===== config.mk =====
export PLATFORM = sky130hd
export DESIGN_NAME = pixel_output
export DESIGN_NICKNAME = d
export VERILOG_FILES = /design/src/hdl/ppu_pkg.sv /design/src/hdl/pixel_output.sv
export SDC_FILE = /design/constraint.sdc
export NUM_CORES = 1
export LEC_CHECK = 0
export ABC_AREA = 0
export BUFFER_PORTS_ARGS = -buffer_cell sky130_fd_sc_hd__buf_2
export CORE_MARGIN = 5
export CORE_UTILIZATION = 39
export DETAILED_ROUTE_END_ITERATION = 10
export PLACE_DENSITY = 0.75
export SETUP_SLACK_MARGIN = 0.4
export SKIP_CTS_REPAIR_TIMING = 1
export SYNTH_ARGS = -nofsm -noshare
export SYNTH_HDL_FRONTEND = slang
export SYNTH_SLANG_ARGS = --single-unit

===== constraint.sdc =====
create_clock -name clk -period 1.8 [get_ports clk]
set_input_delay 0.18 -clock clk [delete_from_list [all_inputs] [get_ports clk]]
set_output_delay 0.18 -clock clk [all_outputs]
set_load 0.05 [all_outputs]

===== src/hdl/ppu_pkg.sv =====
package ppu_pkg;

  // ==================================================
  // Core types
  // ==================================================

  typedef enum logic [1:0] {
    mode_hblank   = 2'd0,
    mode_vblank   = 2'd1,
    mode_oam_scan = 2'd2,
    mode_transfer = 2'd3
  } ppu_mode_t;

  // Colour index before the palette
  typedef logic [1:0] ppu_pixel_t;

  typedef struct packed {
    logic [7:0] lcdc;
    logic [7:0] scy;
    logic [7:0] scx;
    logic [7:0] lyc;
    logic [7:0] bgp;
  } ppu_regs_t;

  typedef struct packed {
    logic [15:0] addr;
    logic [7:0]  wdata;
    logic        write_en;
    logic        read_en;
  } bus_req_t;

  typedef struct packed {
    logic       valid;
    logic [7:0] y;
    logic [7:0] x;
    logic [1:0] shade;
  } lcd_px_t;

  // ==================================================
  // Address map
  // ==================================================

  localparam logic [15:0] vram_start = 16'h8000;
  localparam logic [15:0] vram_end   = 16'h9FFF;
  localparam logic [15:0] oam_start  = 16'hFE00;
  localparam logic [15:0] oam_end    = 16'hFE9F;
  localparam logic [15:0] regs_start = 16'hFF40;
  localparam logic [15:0] regs_end   = 16'hFF47;

  localparam logic [15:0] reg_lcdc = 16'hFF40;
  localparam logic [15:0] reg_stat = 16'hFF41;
  localparam logic [15:0] reg_scy  = 16'hFF42;
  localparam logic [15:0] reg_scx  = 16'hFF43;
  localparam logic [15:0] reg_ly   = 16'hFF44;
  localparam logic [15:0] reg_lyc  = 16'hFF45;
  localparam logic [15:0] reg_bgp  = 16'hFF47;

  // Line timing in dots
  localparam logic [8:0] line_cycles     = 9'd456;
  localparam logic [8:0] oam_scan_cycles = 9'd80;
  localparam logic [8:0] transfer_cycles = 9'd172;

  localparam logic [7:0] screen_width = 8'd160;

endpackage


===== src/hdl/pixel_output.sv =====
`timescale 1ns/1ps

module pixel_output (
  input  logic                 clk,
  input  logic                 reset,
  input  ppu_pkg::ppu_mode_t   mode,
  input  logic [7:0]           ly,
  input  ppu_pkg::ppu_regs_t   regs,
  input  logic [4:0]           count,
  input  ppu_pkg::ppu_pixel_t  top_px,
  output logic                 pop_en,
  output ppu_pkg::lcd_px_t     lcd_px
);

  logic [2:0] discarded;
  logic [7:0] x_cnt;
  logic       active;
  logic       discard;

  assign active  = (mode == ppu_pkg::mode_transfer);
  assign pop_en  = active && (count != 5'd0) && (x_cnt < ppu_pkg::screen_width);
  // Fine scroll drops the first scx mod 8 pixels
  assign discard = (discarded < regs.scx[2:0]);

  always_ff @(posedge clk or posedge reset) begin
    if (reset) begin
      discarded <= 3'd0;
      x_cnt     <= 8'd0;
      lcd_px    <= '0;
    end else begin
      lcd_px.valid <= 1'b0;
      if (!active) begin
        discarded <= 3'd0;
        x_cnt     <= 8'd0;
      end else if (pop_en) begin
        if (discard) begin
          discarded <= discarded + 3'd1;
        end else begin
          lcd_px.valid <= 1'b1;
          lcd_px.y     <= ly;
          lcd_px.x     <= x_cnt;
          lcd_px.shade <= regs.bgp[{top_px, 1'b0} +: 2];
          x_cnt        <= x_cnt + 8'd1;
        end
      end
    end
  end

endmodule


==> results of run 1 <==
## final cells by class
cell class / instances / share of cell area (%)
Clock inverter: 1 / 1.48
Tap cell: 46 / 2.83
Inverter: 5 / 0.924
Sequential cell: 30 / 36.9
Timing Repair Buffer: 67 / 19.7
Multi-Input combinational cell: 75 / 35.6
Clock buffer: 6 / 2.52
## cell families after synthesis
group,count (synthesis)
fa+ha+maj,4
mux,21
simple gates,26
flops,30
buf+inv,9
compound gates,24
## metrics by stage
step                      total power [uW]  hold WS (ns)  std cells
final                                 1940        0.0816        230
after global placement                1360         0.262        215
after floorplan                       1220         0.271        114
after detailed placement              1380         0.270        215
after CTS                             1920       -0.0879        222
after global routing                  2030        0.0529        230
## layout by cell type, fill, tap and decap left out, types with 2 or more instances in the layout
cell type,n
o31ai_1,5
mux4_2,2
nand2_1,4
dfrtp_1,30
mux2_2,11
buf_6,4
a21oi_2,3
clkbuf_4,5
o21ai_0,3
ha_4,2
a21oi_1,5
mux2_4,7
or4_1,2
and3_1,4
buf_2,48
nand3_1,5
or4_4,3
buf_4,14
inv_1,5
ha_1,2
## path summary, 6_finish.rpt
path	end	slack (ns)	cells past startpoint
min	lcd_px[17]$_DFFE_PP0P_	0.08	2
max reg2reg	lcd_px[9]$_DFFE_PP0P_	-0.07	6
max	lcd_px[9]$_DFFE_PP0P_	-0.07	6
min reg2reg	lcd_px[1]$_DFFE_PP0P_	0.51	1
min in group asynchronous	lcd_px[17]$_DFFE_PP0P_	0.46	4
max in group asynchronous	lcd_px[7]$_DFFE_PP0P_	1.07	4
## flip-flops by register name, summed over array words and instances (netlist names)
| signal | cells |
|---|---|
| lcd_px | 19 |
| discarded | 3 |
| x_cnt | 8 |
## routing by layer
metal | share of wire, % | vias up | track usage [%]
met5 | 0 | - | 0
met4 | 1.1 | 0 | 4.04
met3 | 6.5 | 9 | 6.31
met2 | 54 | 42 | 23.6
met1 | 38 | 590 | 13.3
li1 | - | 563 | -
## power by group through the flow
| stage | registers [uW] | logic, uW | clock network, uW |
|---|---|---|---|
| after global routing | 806 | 638 | 587 |
| after detailed placement | 809 | 568 | 0 |
| final | 796 | 607 | 542 |
| after global placement | 801 | 557 | 0 |
| after floorplan | 1090 | 135 | 0 |
| after CTS | 795 | 569 | 555 |
## worst max-delay path, delay by kind of cell, from the launching register on
kind / cells / cell delay, ns
flip-flops: 1 / 0.44
multiplexers: 1 / 0.34
adder cells (fa/ha/maj): 1 / 0.31
AND/OR/NAND/NOR: 2 / 0.25
AO/OA/AOI/OAI: 1 / 0.21
buffers and inverters: 1 / 0.20
==> key figures, run 1 <==
Worst setup path
  • Startpoint Class: register
  • Worst EP required: 2.01 ns
  • Worst-path fanout max: 10
  • CP Cell Sequence: ha_4, nand2_4, o21a_4, nor3_4, buf_6, mux2_2
  • CP peak stage delay: 0.44 ns
  • Setup CP Type: register to register
  • Max stage delay cell, worst path: dfrtp_1
  • RR Startpoint: discarded[2]$_DFFE_PP0P_
  • Worst setup startpoint: discarded[2]$_DFFE_PP0P_
  • Arr. time, crit path: 2.08 ns
  • Crit path capture type: register

Synth
  • Main area contributors after synthesis: dfrtp_1 53%, mux2_2 14%, ha_1 3.6%, mux4_2 3.2%, a21oi_1 2.8%
  • Post-Synth Adder-Cell Area: 3.56%
  • Post-synth cell types: 29
  • Mux cell area share after synthesis: 18.3%
  • Post-synth EDFFs: 0
  • #FFs+latches synth: 30
  • Syn Area/Cell: 12.3 sq um
  • Post-synth top area cell: dfrtp_1
  • Fraction of registers with async set/reset: 100%
  • Compound-Gate Fraction of Synth Area: 10.7%
  • Main synth FF type: dfrtp_1
  • Ys Warns: 0
  • Post-Syn Nets: 177
  • Syn Std Cell Area: 1410 sq um
  • Post-synthesis sequential area ratio: 53.4%
  • XOR/XNOR Fraction of Synth Area: 0%
  • Synth top area share: 53.4%
  • Post-synthesis simple-gate area fraction: 10.9%
  • Most frequent cells after synthesis: 30 x dfrtp_1, 18 x mux2_2, 8 x a21oi_1
  • Synth Instances: 114
  • Largest family of logic cells by synthesized area: multiplexers
  • Count leader, synth: dfrtp_1

Die
  • Chip Height: 70.0 um
  • Area of the core: 3420 sq um
  • Die width: 70.0 um
  • I/O pin count: 79
  • Rows: 21
  • Initial Utilization: 41.1%
  • Die area: 4900 sq um

Worst hold path
  • Worst Hold Class: input port to register
  • Hold Path Origin: ly[7]

Clocking
  • CTS sink cnt: 30
  • CTS tree: yes
  • Longest Clk Path Bufs: 2
  • H-tree depth: 2
  • Root Driver: clkbuf_4
  • Worst-path clk slew: 0.09 ns
  • Worst skew pair latency: 0.32 ns
  • TritonCTS buffer count: 5

Timing
  • Slew margin rel.: 75.5%
  • Pins Over Slew Limit: 0
  • Clk_skew: 0.00641 ns
  • TNS Setup: -0.676 ns
  • Period utilization: 104%
  • Worst slew pin tran: 0.363 ns
  • Fmax: 534 MHz
  • Final setup viols: 18
  • Minimum clock period: 1.87 ns
  • Worst setup margin: -0.0717 ns
  • RSZ-0062 raised after global routing: true
  • Final hold violation count: 0

Finish
  • Antenna diodes: 0
  • Area Growth Syn to Fin: 44.6%
  • Filler Cells Inserted: 283
  • Post-route cell area: 2030 sq um
  • Nets: 247
  • Layout cell share with drive strength beyond 1: 58.2%
  • Multi-input logic area: 723 sq um
  • Finished Core Util: 59.5%
  • FF+latch area: 751 sq um

Routing
  • Post-DRT Antenna Nets: 0
  • Final WL: 3500 um
  • Vias/cell: 5.23
  • TritonRoute pass-1 iters: 4
  • Iteration-0 DRC Markers: 46
  • Vias after detailed routing: 1204
  • DRC: 0
  • Routed wire per std cell: 15.2 um

Placement
  • Placed Area: 1780 sq um
  • Port Buffers: 49
  • DPL Wire Length: 2360 um
  • Dpl ws: -0.0219 ns
  • Gpl congestion: 0.826

Power and ir drop
  • Sw Ratio: 34.4%
  • Net Sw Power: 668 uW
  • Comb pwr share: 31.2%
  • Reg power frac: 40.9%
  • Leakage: 0.00102 uW
  • Power per cell area: 957 nW/um^2
  • Clock power frac: 27.9%
  • VDD IR-drop max: 0.460 mV
  • Internal cell power: 1280 uW

Job
  • Max Cap Violations: 0

Global routing
  • Global-route wire length before repair: 5170 um
  • Largest net degree at the start of global routing: 31
  • GRT Total Usage: 13.1%
  • Vias in the first global route: 1232
  • Initial antenna violation count: 0
  • Grt ovf: 0

Outcome
  • Failing checks: setup timing
  • Status: finished with violations
Note: power is estimated with default switching activity, not from simulation.
==> inputs of run 2 (changes only) <==
--- a/config.mk
+++ b/config.mk
@@ -7,10 +7,12 @@
 export LEC_CHECK = 0
 export ABC_AREA = 0
 export BUFFER_PORTS_ARGS = -buffer_cell sky130_fd_sc_hd__buf_2
+export CAP_MARGIN = 15
 export CORE_MARGIN = 5
 export CORE_UTILIZATION = 39
 export DETAILED_ROUTE_END_ITERATION = 10
 export PLACE_DENSITY = 0.75
+export REMOVE_ABC_BUFFERS = 1
 export SETUP_SLACK_MARGIN = 0.4
 export SKIP_CTS_REPAIR_TIMING = 1
 export SYNTH_ARGS = -nofsm -noshare
==> run 2 against run 1 <==
  * The run still ends with setup timing left
  * Core utilization is 0.95 points higher
  * Global-route usage is 0.29 points higher
  * Total power is 4.7% lower
  * Sequential share of layout area is 0.58 points lower
  * Largest cell class is now multi-input gates
  * Largest power group unchanged
  * Design area is 1.6% higher
  * Sequential cell count stayed put
==> key figures, run 2 (synthesized netlist as in run 1, its figures left out) <==
Outcome
  • Status: finished with violations
  • Failing checks: setup timing

Routing
  • Vias/cell: 5.18 (-0.98%)
  • DRC: 0 (unchanged)
  • Post-DRT Antenna Nets: 0 (unchanged)
  • Vias after detailed routing: 1187 (-1.4%)
  • Iteration-0 DRC Markers: 46 (unchanged)
  • TritonRoute pass-1 iters: 4 (unchanged)
  • Final WL: 3580 um (+2.4%)
  • Routed wire per std cell: 15.6 um (+2.8%)

Worst setup path
  • Crit path capture type: register
  • Worst EP required: 2.06 ns (+0.05 ns)
  • CP Cell Sequence: ha_4, nand2_2, o21a_1, buf_6, or4_1, a21oi_1
  • Startpoint Class: register
  • Setup CP Type: register to register
  • Arr. time, crit path: 2.15 ns (+0.07 ns)
  • Worst-path fanout max: 7 (-3)
  • CP peak stage delay: 0.51 ns (+0.07 ns)
  • Count of buffer and inverter cells on the critical path: 1 (unchanged)
  • Max stage delay cell, worst path: or4_1
  • Kind of cell adding the most delay to the critical path: simple AND/OR/NAND/NOR gates

Die
  • Die area: 4900 sq um (unchanged)
  • Initial Utilization: 41.1% (unchanged)
  • Chip Height: 70.0 um (unchanged)
  • I/O pin count: 79 (unchanged)
  • Rows: 21 (unchanged)
  • Die width: 70.0 um (unchanged)
  • Area of the core: 3420 sq um (unchanged)

Timing
  • Pins Over Slew Limit: 0 (unchanged)
  • Clk_skew: 0.00866 ns (+0.00225 ns)
  • Hold_ws: 0.0682 ns (-0.0134 ns)
  • Final hold violation count: 0 (unchanged)
  • Period utilization: 105% (+1.1 points)
  • Minimum clock period: 1.89 ns (+0.0203 ns)
  • Final setup viols: 12 (-6)
  • Worst slew pin tran: 0.532 ns (+0.168 ns)
  • RSZ-0062 raised after global routing: true
  • TNS Setup: -0.254 ns (+0.421 ns)
  • Worst setup margin: -0.0920 ns (-0.0203 ns)
  • Slew margin rel.: 64.3% (-11 points)
  • Fmax: 529 MHz (-1.1%)

Finish
  • Antenna diodes: 0 (unchanged)
  • Largest register FFs: 19 (unchanged)
  • Registers with the most flip-flops: lcd_px x19, x_cnt x8, discarded x3
  • Commonest non-fill, non-tap cells in the layout: 48 x buf_2, 30 x dfrtp_1, 11 x buf_4
  • Finished Core Util: 60.4% (+0.95 points)
  • Layout Cells excl Fill: 229 (-0.43%)
  • Nets: 245 (-0.81%)
  • Top reg by flops: lcd_px
  • Area Growth Syn to Fin: 46.9%
  • Layout cell share with drive strength beyond 1: 61.7% (+3.6 points)
  • Post-route cell area: 2060 sq um (+1.6%)
  • Commonest non-fill, non-tap cell in the layout: buf_2

Global routing
  • Initial antenna violation count: 0 (unchanged)
  • GRT Total Usage: 13.4% (+0.29 points)
  • Vias in the first global route: 1213 (-1.5%)
  • Largest net degree at the start of global routing: 31 (unchanged)
  • Global-route wire length before repair: 5420 um (+4.8%)
  • Grt ovf: 0 (unchanged)

Clocking
  • Worst-path clk slew: 0.10 ns (about the same)
  • CTS tree: yes
  • TritonCTS buffer count: 5 (unchanged)
  • H-tree depth: 2 (unchanged)
  • Root Driver: clkbuf_4
  • Longest Clk Path Bufs: 2 (unchanged)
  • Worst skew pair latency: 0.33 ns (about the same)
  • CTS sink cnt: 30 (unchanged)

Placement
  • Gpl congestion: 0.858 (+3.8%)
  • DPL Wire Length: 2350 um (-0.70%)
  • Port Buffers: 49 (unchanged)
  • Placed Area: 1760 sq um (-1.1%)
  • Inst Count DP: 213 (-0.93%)

Worst hold path
  • Worst Hold Class: input port to register

Power and ir drop
  • Power per cell area: 898 nW/um^2 (-6.2%)
  • Leakage: 0.00100 uW (-1.4%)
  • VDD IR-drop max: 0.630 mV (+37%)

Job
  • Max Cap Violations: 0 (unchanged)
==> run 2: cell types whose count changed in the layout (fill, tap and decap cells not counted), moves of 2 or more <==
cell     delta
and3_4      +2
buf_4       -3
a21oi_1     -2
and3_1      -2
a21oi_2     +2
o31ai_4     +2
o31ai_1     -2
==> run 2: layout make-up <==
type / count / area (sq um)
repair buffers: 65 / 398
clock inverters: 2 / 12.5
multi-input cells: 75 / 776
flip-flops and latches: 30 / 751
inverters: 5 / 18.8
well taps: 46 / 57.6
clock buffers: 6 / 51.3
fillers: 277 / 1350
==> run 2: path summary, 6_finish.rpt <==
path	startpoint	to	slack [ns]	cells past startpoint
worst max-delay path	discarded[1]$_DFFE_PP0P_	x_cnt[6]$_DFFE_PP0P_	-0.09	6
worst min-delay path	ly[2]	lcd_px[12]$_DFFE_PP0P_	0.07	2
worst max register to register	discarded[1]$_DFFE_PP0P_	x_cnt[6]$_DFFE_PP0P_	-0.09	6
worst min register to register	lcd_px[5]$_DFFE_PP0P_	lcd_px[5]$_DFFE_PP0P_	0.51	1
max in group asynchronous	reset	lcd_px[5]$_DFFE_PP0P_	1.05	4
min in group asynchronous	reset	lcd_px[0]$_DFFE_PP0P_	0.47	4
==> run 2: routing by layer <==
metal | GRT usage [%] | wire [um] | vias to the layer above
li1 | - | - | 565
met1 | 15.4 | 1440 | 588
met2 | 23.9 | 1960 | 30
met3 | 3.73 | 134 | 4
met4 | 4.47 | 37 | 0
met5 | 0 | 0 | -
==> run 2: through the flow <==
| step | power (uW) | worst slack (ns) |
|---|---|---|
| floorplan | 1210 | -1.16 |
| global placement | 1360 | -0.0231 |
| detailed placement | 1370 | -0.0661 |
| CTS | 1790 | -0.265 |
| global route | 1930 | -0.150 |
| finish | 1850 | -0.0920 |
==> run 2: power by group <==
group | internal [uW] | switching (uW)
Clock | 188 | 248
Sequential | 755 | 42.6
Combinational | 203 | 418
==> inputs of run 3 (changes only) <==
--- a/config.mk
+++ b/config.mk
@@ -6,12 +6,12 @@
 export NUM_CORES = 1
 export LEC_CHECK = 0
 export ABC_AREA = 0
-export BUFFER_PORTS_ARGS = -buffer_cell sky130_fd_sc_hd__buf_2
 export CAP_MARGIN = 15
 export CORE_MARGIN = 5
-export CORE_UTILIZATION = 39
+export CORE_UTILIZATION = 55
 export DETAILED_ROUTE_END_ITERATION = 10
-export PLACE_DENSITY = 0.75
+export DONT_BUFFER_PORTS = 1
+export PLACE_DENSITY = 0.73
 export REMOVE_ABC_BUFFERS = 1
 export SETUP_SLACK_MARGIN = 0.4
 export SKIP_CTS_REPAIR_TIMING = 1
==> run 3 against run 2 <==
  * The run still ends with setup timing left
  * Cell count decreased by 24%
  * Setup slack gained 0.030 ns
  * Die area fell by 25%
  * Worst hold slack improved by 0.092 ns
  * Non-clock buffer count is 39 lower
  * Count of clock-buffer cells in the layout fell by 1
  * First-iteration DRC count shrank 11%
  * Clock power increased by 20%
  * Core utilization rose by 17 points
  * Maximum frequency increased by 1.6%
  * Critical path type unchanged
  * Largest cell class unchanged
==> key figures, run 3 (synthesized netlist as in run 1, its figures left out) <==
Finish
  • Largest register FFs: 19 (unchanged)
  • Layout cell share with drive strength beyond 1: 44.4% (-17 points)
  • Area Growth Syn to Fin: 35.7%
  • Registers with the most flip-flops: lcd_px x19, x_cnt x8, discarded x3
  • Antenna diodes: 0 (unchanged)
  • Filler Cells Inserted: 145 (-48%)
  • Top reg by flops: lcd_px
  • Finished Core Util: 77.7% (+17 points)
  • Commonest non-fill, non-tap cell in the layout: dfrtp_1
  • Nets: 206 (-16%)
  • Commonest non-fill, non-tap cells in the layout: 30 x dfrtp_1, 12 x mux2_4, 12 x buf_4

Die
  • Rows: 18 (-14%)
  • Chip Height: 60.5 um (-14%)
  • I/O pin count: 79 (unchanged)
  • Die width: 60.5 um (-14%)
  • Area of the core: 2450 sq um (-28%)
  • Die area: 3670 sq um (-25%)
  • Initial Utilization: 57.2% (+16 points)

Worst hold path
  • Worst Hold Class: input port to register
  • Hold endpoint: lcd_px[1]$_DFFE_PP0P_
  • Hold Path Cell Cnt: 2 (unchanged)
  • Hold Path Origin: top_px[1]

Timing
  • Worst setup margin: -0.0623 ns (+0.0297 ns)
  • RSZ-0062 raised after global routing: true
  • Minimum clock period: 1.86 ns (-0.0297 ns)
  • Final setup viols: 10 (-2)
  • Final hold violation count: 0 (unchanged)
  • Clk_skew: 0.0163 ns (+0.00767 ns)
  • Period utilization: 103% (-1.7 points)
  • Slew margin rel.: 61.5% (-2.8 points)
  • Pins Over Slew Limit: 0 (unchanged)
  • Fmax: 537 MHz (+1.6%)
  • Worst slew pin tran: 0.576 ns (+0.0444 ns)

Power and ir drop
  • Clock power frac: 28.2% (+4.7 points)
  • Reg power frac: 58.8% (+16 points)
  • Overall Power: 1860 uW (+0.42%)
  • Sw Ratio: 36.3% (-1.9 points)
  • Internal cell power: 1190 uW (+3.6%)
  • VDD IR-drop max: 1.05 mV (+67%)
  • Leakage: 0.000855 uW (-15%)
  • Comb pwr share: 13.0% (-21 points)
  • Net Sw Power: 675 uW (-4.7%)
  • Power per cell area: 976 nW/um^2 (+8.7%)

Clocking
  • CTS sink cnt: 30 (unchanged)
  • Longest Clk Path Bufs: 2 (unchanged)
  • Worst skew pair latency: 0.33 ns (about the same)
  • Worst-path clk slew: 0.11 ns (about the same)
  • H-tree depth: 2 (unchanged)
  • CTS tree: yes
  • Root Driver: clkbuf_4
  • TritonCTS buffer count: 5 (unchanged)

Worst setup path
  • Worst-path fanout max: 7 (unchanged)
  • RR Startpoint: discarded[1]$_DFFE_PP0P_
  • Worst EP required: 2.01 ns (-0.05 ns)
  • Max stage delay cell, worst path: dfrtp_1
  • Startpoint Class: register
  • Crit path capture type: register
  • Setup CP Type: register to register
  • R2r endpoint: x_cnt[6]$_DFFE_PP0P_
  • CP Cell Sequence: ha_4, nand2_4, o21a_4, buf_8, buf_6, o31ai_2, a21oi_2
  • R2R setup slack: -0.06 ns (+0.03 ns)
  • Arr. time, crit path: 2.07 ns (-0.08 ns)
  • Worst Reg2Reg Path Length in Cells: 7 (+1)
  • CP peak stage delay: 0.44 ns (-0.07 ns)

Global routing
  • Global-route wire length before repair: 4410 um (-19%)
  • Initial antenna violation count: 0 (unchanged)
  • Grt ovf: 0 (unchanged)
  • GRT Total Usage: 16.5% (+3.1 points)
  • Largest net degree at the start of global routing: 31 (unchanged)
  • Vias in the first global route: 993 (-18%)

Routing
  • Vias after detailed routing: 1109 (-6.6%)
  • Final WL: 3630 um (+1.5%)
  • Vias/cell: 6.37 (+23%)
  • Iteration-0 DRC Markers: 41 (-11%)
  • Post-DRT Antenna Nets: 0 (unchanged)
  • DRC: 0 (unchanged)
  • Routed wire per std cell: 20.9 um (+34%)
  • TritonRoute pass-1 iters: 4 (unchanged)

Placement
  • Port Buffers: 0 (-100%)
  • DPL Wire Length: 2140 um (-8.7%)
  • Gpl congestion: 0.781 (-9.1%)

Outcome
  • Status: finished with violations
  • Failing checks: setup timing

Job
  • Max Cap Violations: 0 (unchanged)
run 3: cell types whose count changed in the layout (fill, tap and decap cells not counted), moves of 2 or more:
cell / change
mux2_2: -4
buf_2: -48
o21ai_0: +2
mux2_4: +4
and3_4: -2
o31ai_2: +2
and3_1: +2
dlygate4sd3_1: +8
run 3: cell type report:
| cell class | count | area, sq um | area share (%) |
|---|---|---|---|
| multi-input cells | 75 | 773 | 40.6 |
| flip-flops and latches | 30 | 751 | 39.4 |
| repair buffers | 26 | 249 | 13.1 |
| clock inverters | 3 | 40.0 | 2.10 |
| clock buffers | 5 | 37.5 | 1.97 |
| well taps | 30 | 37.5 | 1.97 |
| inverters | 5 | 18.8 | 0.984 |
run 3: worst max path at each step:
| stage | from | to | slack (ns) | depth (start not counted) |
|---|---|---|---|---|
| finish | discarded[1]$_DFFE_PP0P_ | x_cnt[6]$_DFFE_PP0P_ | -0.06 | 7 |
| global route | discarded[1]$_DFFE_PP0P_ | x_cnt[2]$_DFFE_PP0P_ | -0.1 | 6 |
| CTS | discarded[2]$_DFFE_PP0P_ | x_cnt[3]$_DFFE_PP0P_ | -0.13 | 6 |
| detailed placement | discarded[2]$_DFFE_PP0P_ | lcd_px[0]$_DFFE_PP0P_ | -0.11 | 6 |
| global placement | discarded[2]$_DFFE_PP0P_ | lcd_px[3]$_DFFE_PP0P_ | -0.06 | 6 |
| floorplan | discarded[2]$_DFFE_PP0P_ | lcd_px[10]$_DFFE_PP0P_ | -1.16 | 5 |
run 3: layer usage:
metal / vias up / part of all wire (%) / track usage [%]
met5: - / 0 / 0
met4: 0 / 2.6 / 3.72
met3: 10 / 9.4 / 9.57
met2: 60 / 52 / 28.1
met1: 558 / 36 / 18.0
li1: 481 / - / -
run 3: per-stage QoR:
step | TNS (ns) | hold slack (ns) | instance area, sq um | worst slack (ns) | cells
2_1_floorplan | -25.18 | 0.271 | 1380 | -1.16 | 110
3_3_place_gp | -1.15 | 0.161 | 1520 | -0.0629 | 150
3_5_place_dp | -2.09 | 0.163 | 1520 | -0.108 | 150
4_1_cts | -2.45 | -0.206 | 1590 | -0.127 | 158
5_1_grt | -1.42 | 0.149 | 1910 | -0.0985 | 174
6_report | -0.234 | 0.160 | 1910 | -0.0623 | 174
run 3: worst max-delay path: cells and delay by family (launching register included):
| family | cells | cell delay [ns] |
|---|---|---|
| compound gates | 3 | 0.70 |
| flops | 1 | 0.44 |
| buf+inv | 2 | 0.25 |
| fa+ha+maj | 1 | 0.30 |
| simple gates | 1 | 0.04 |
run 3: power groups by stage:
stage	Clock (uW)	Sequential (uW)	Combinational, uW
after floorplan	0	1090	123
after global placement	0	1100	151
after detailed placement	0	1110	162
after CTS	532	1090	162
after global routing	569	1100	259
final	524	1090	242
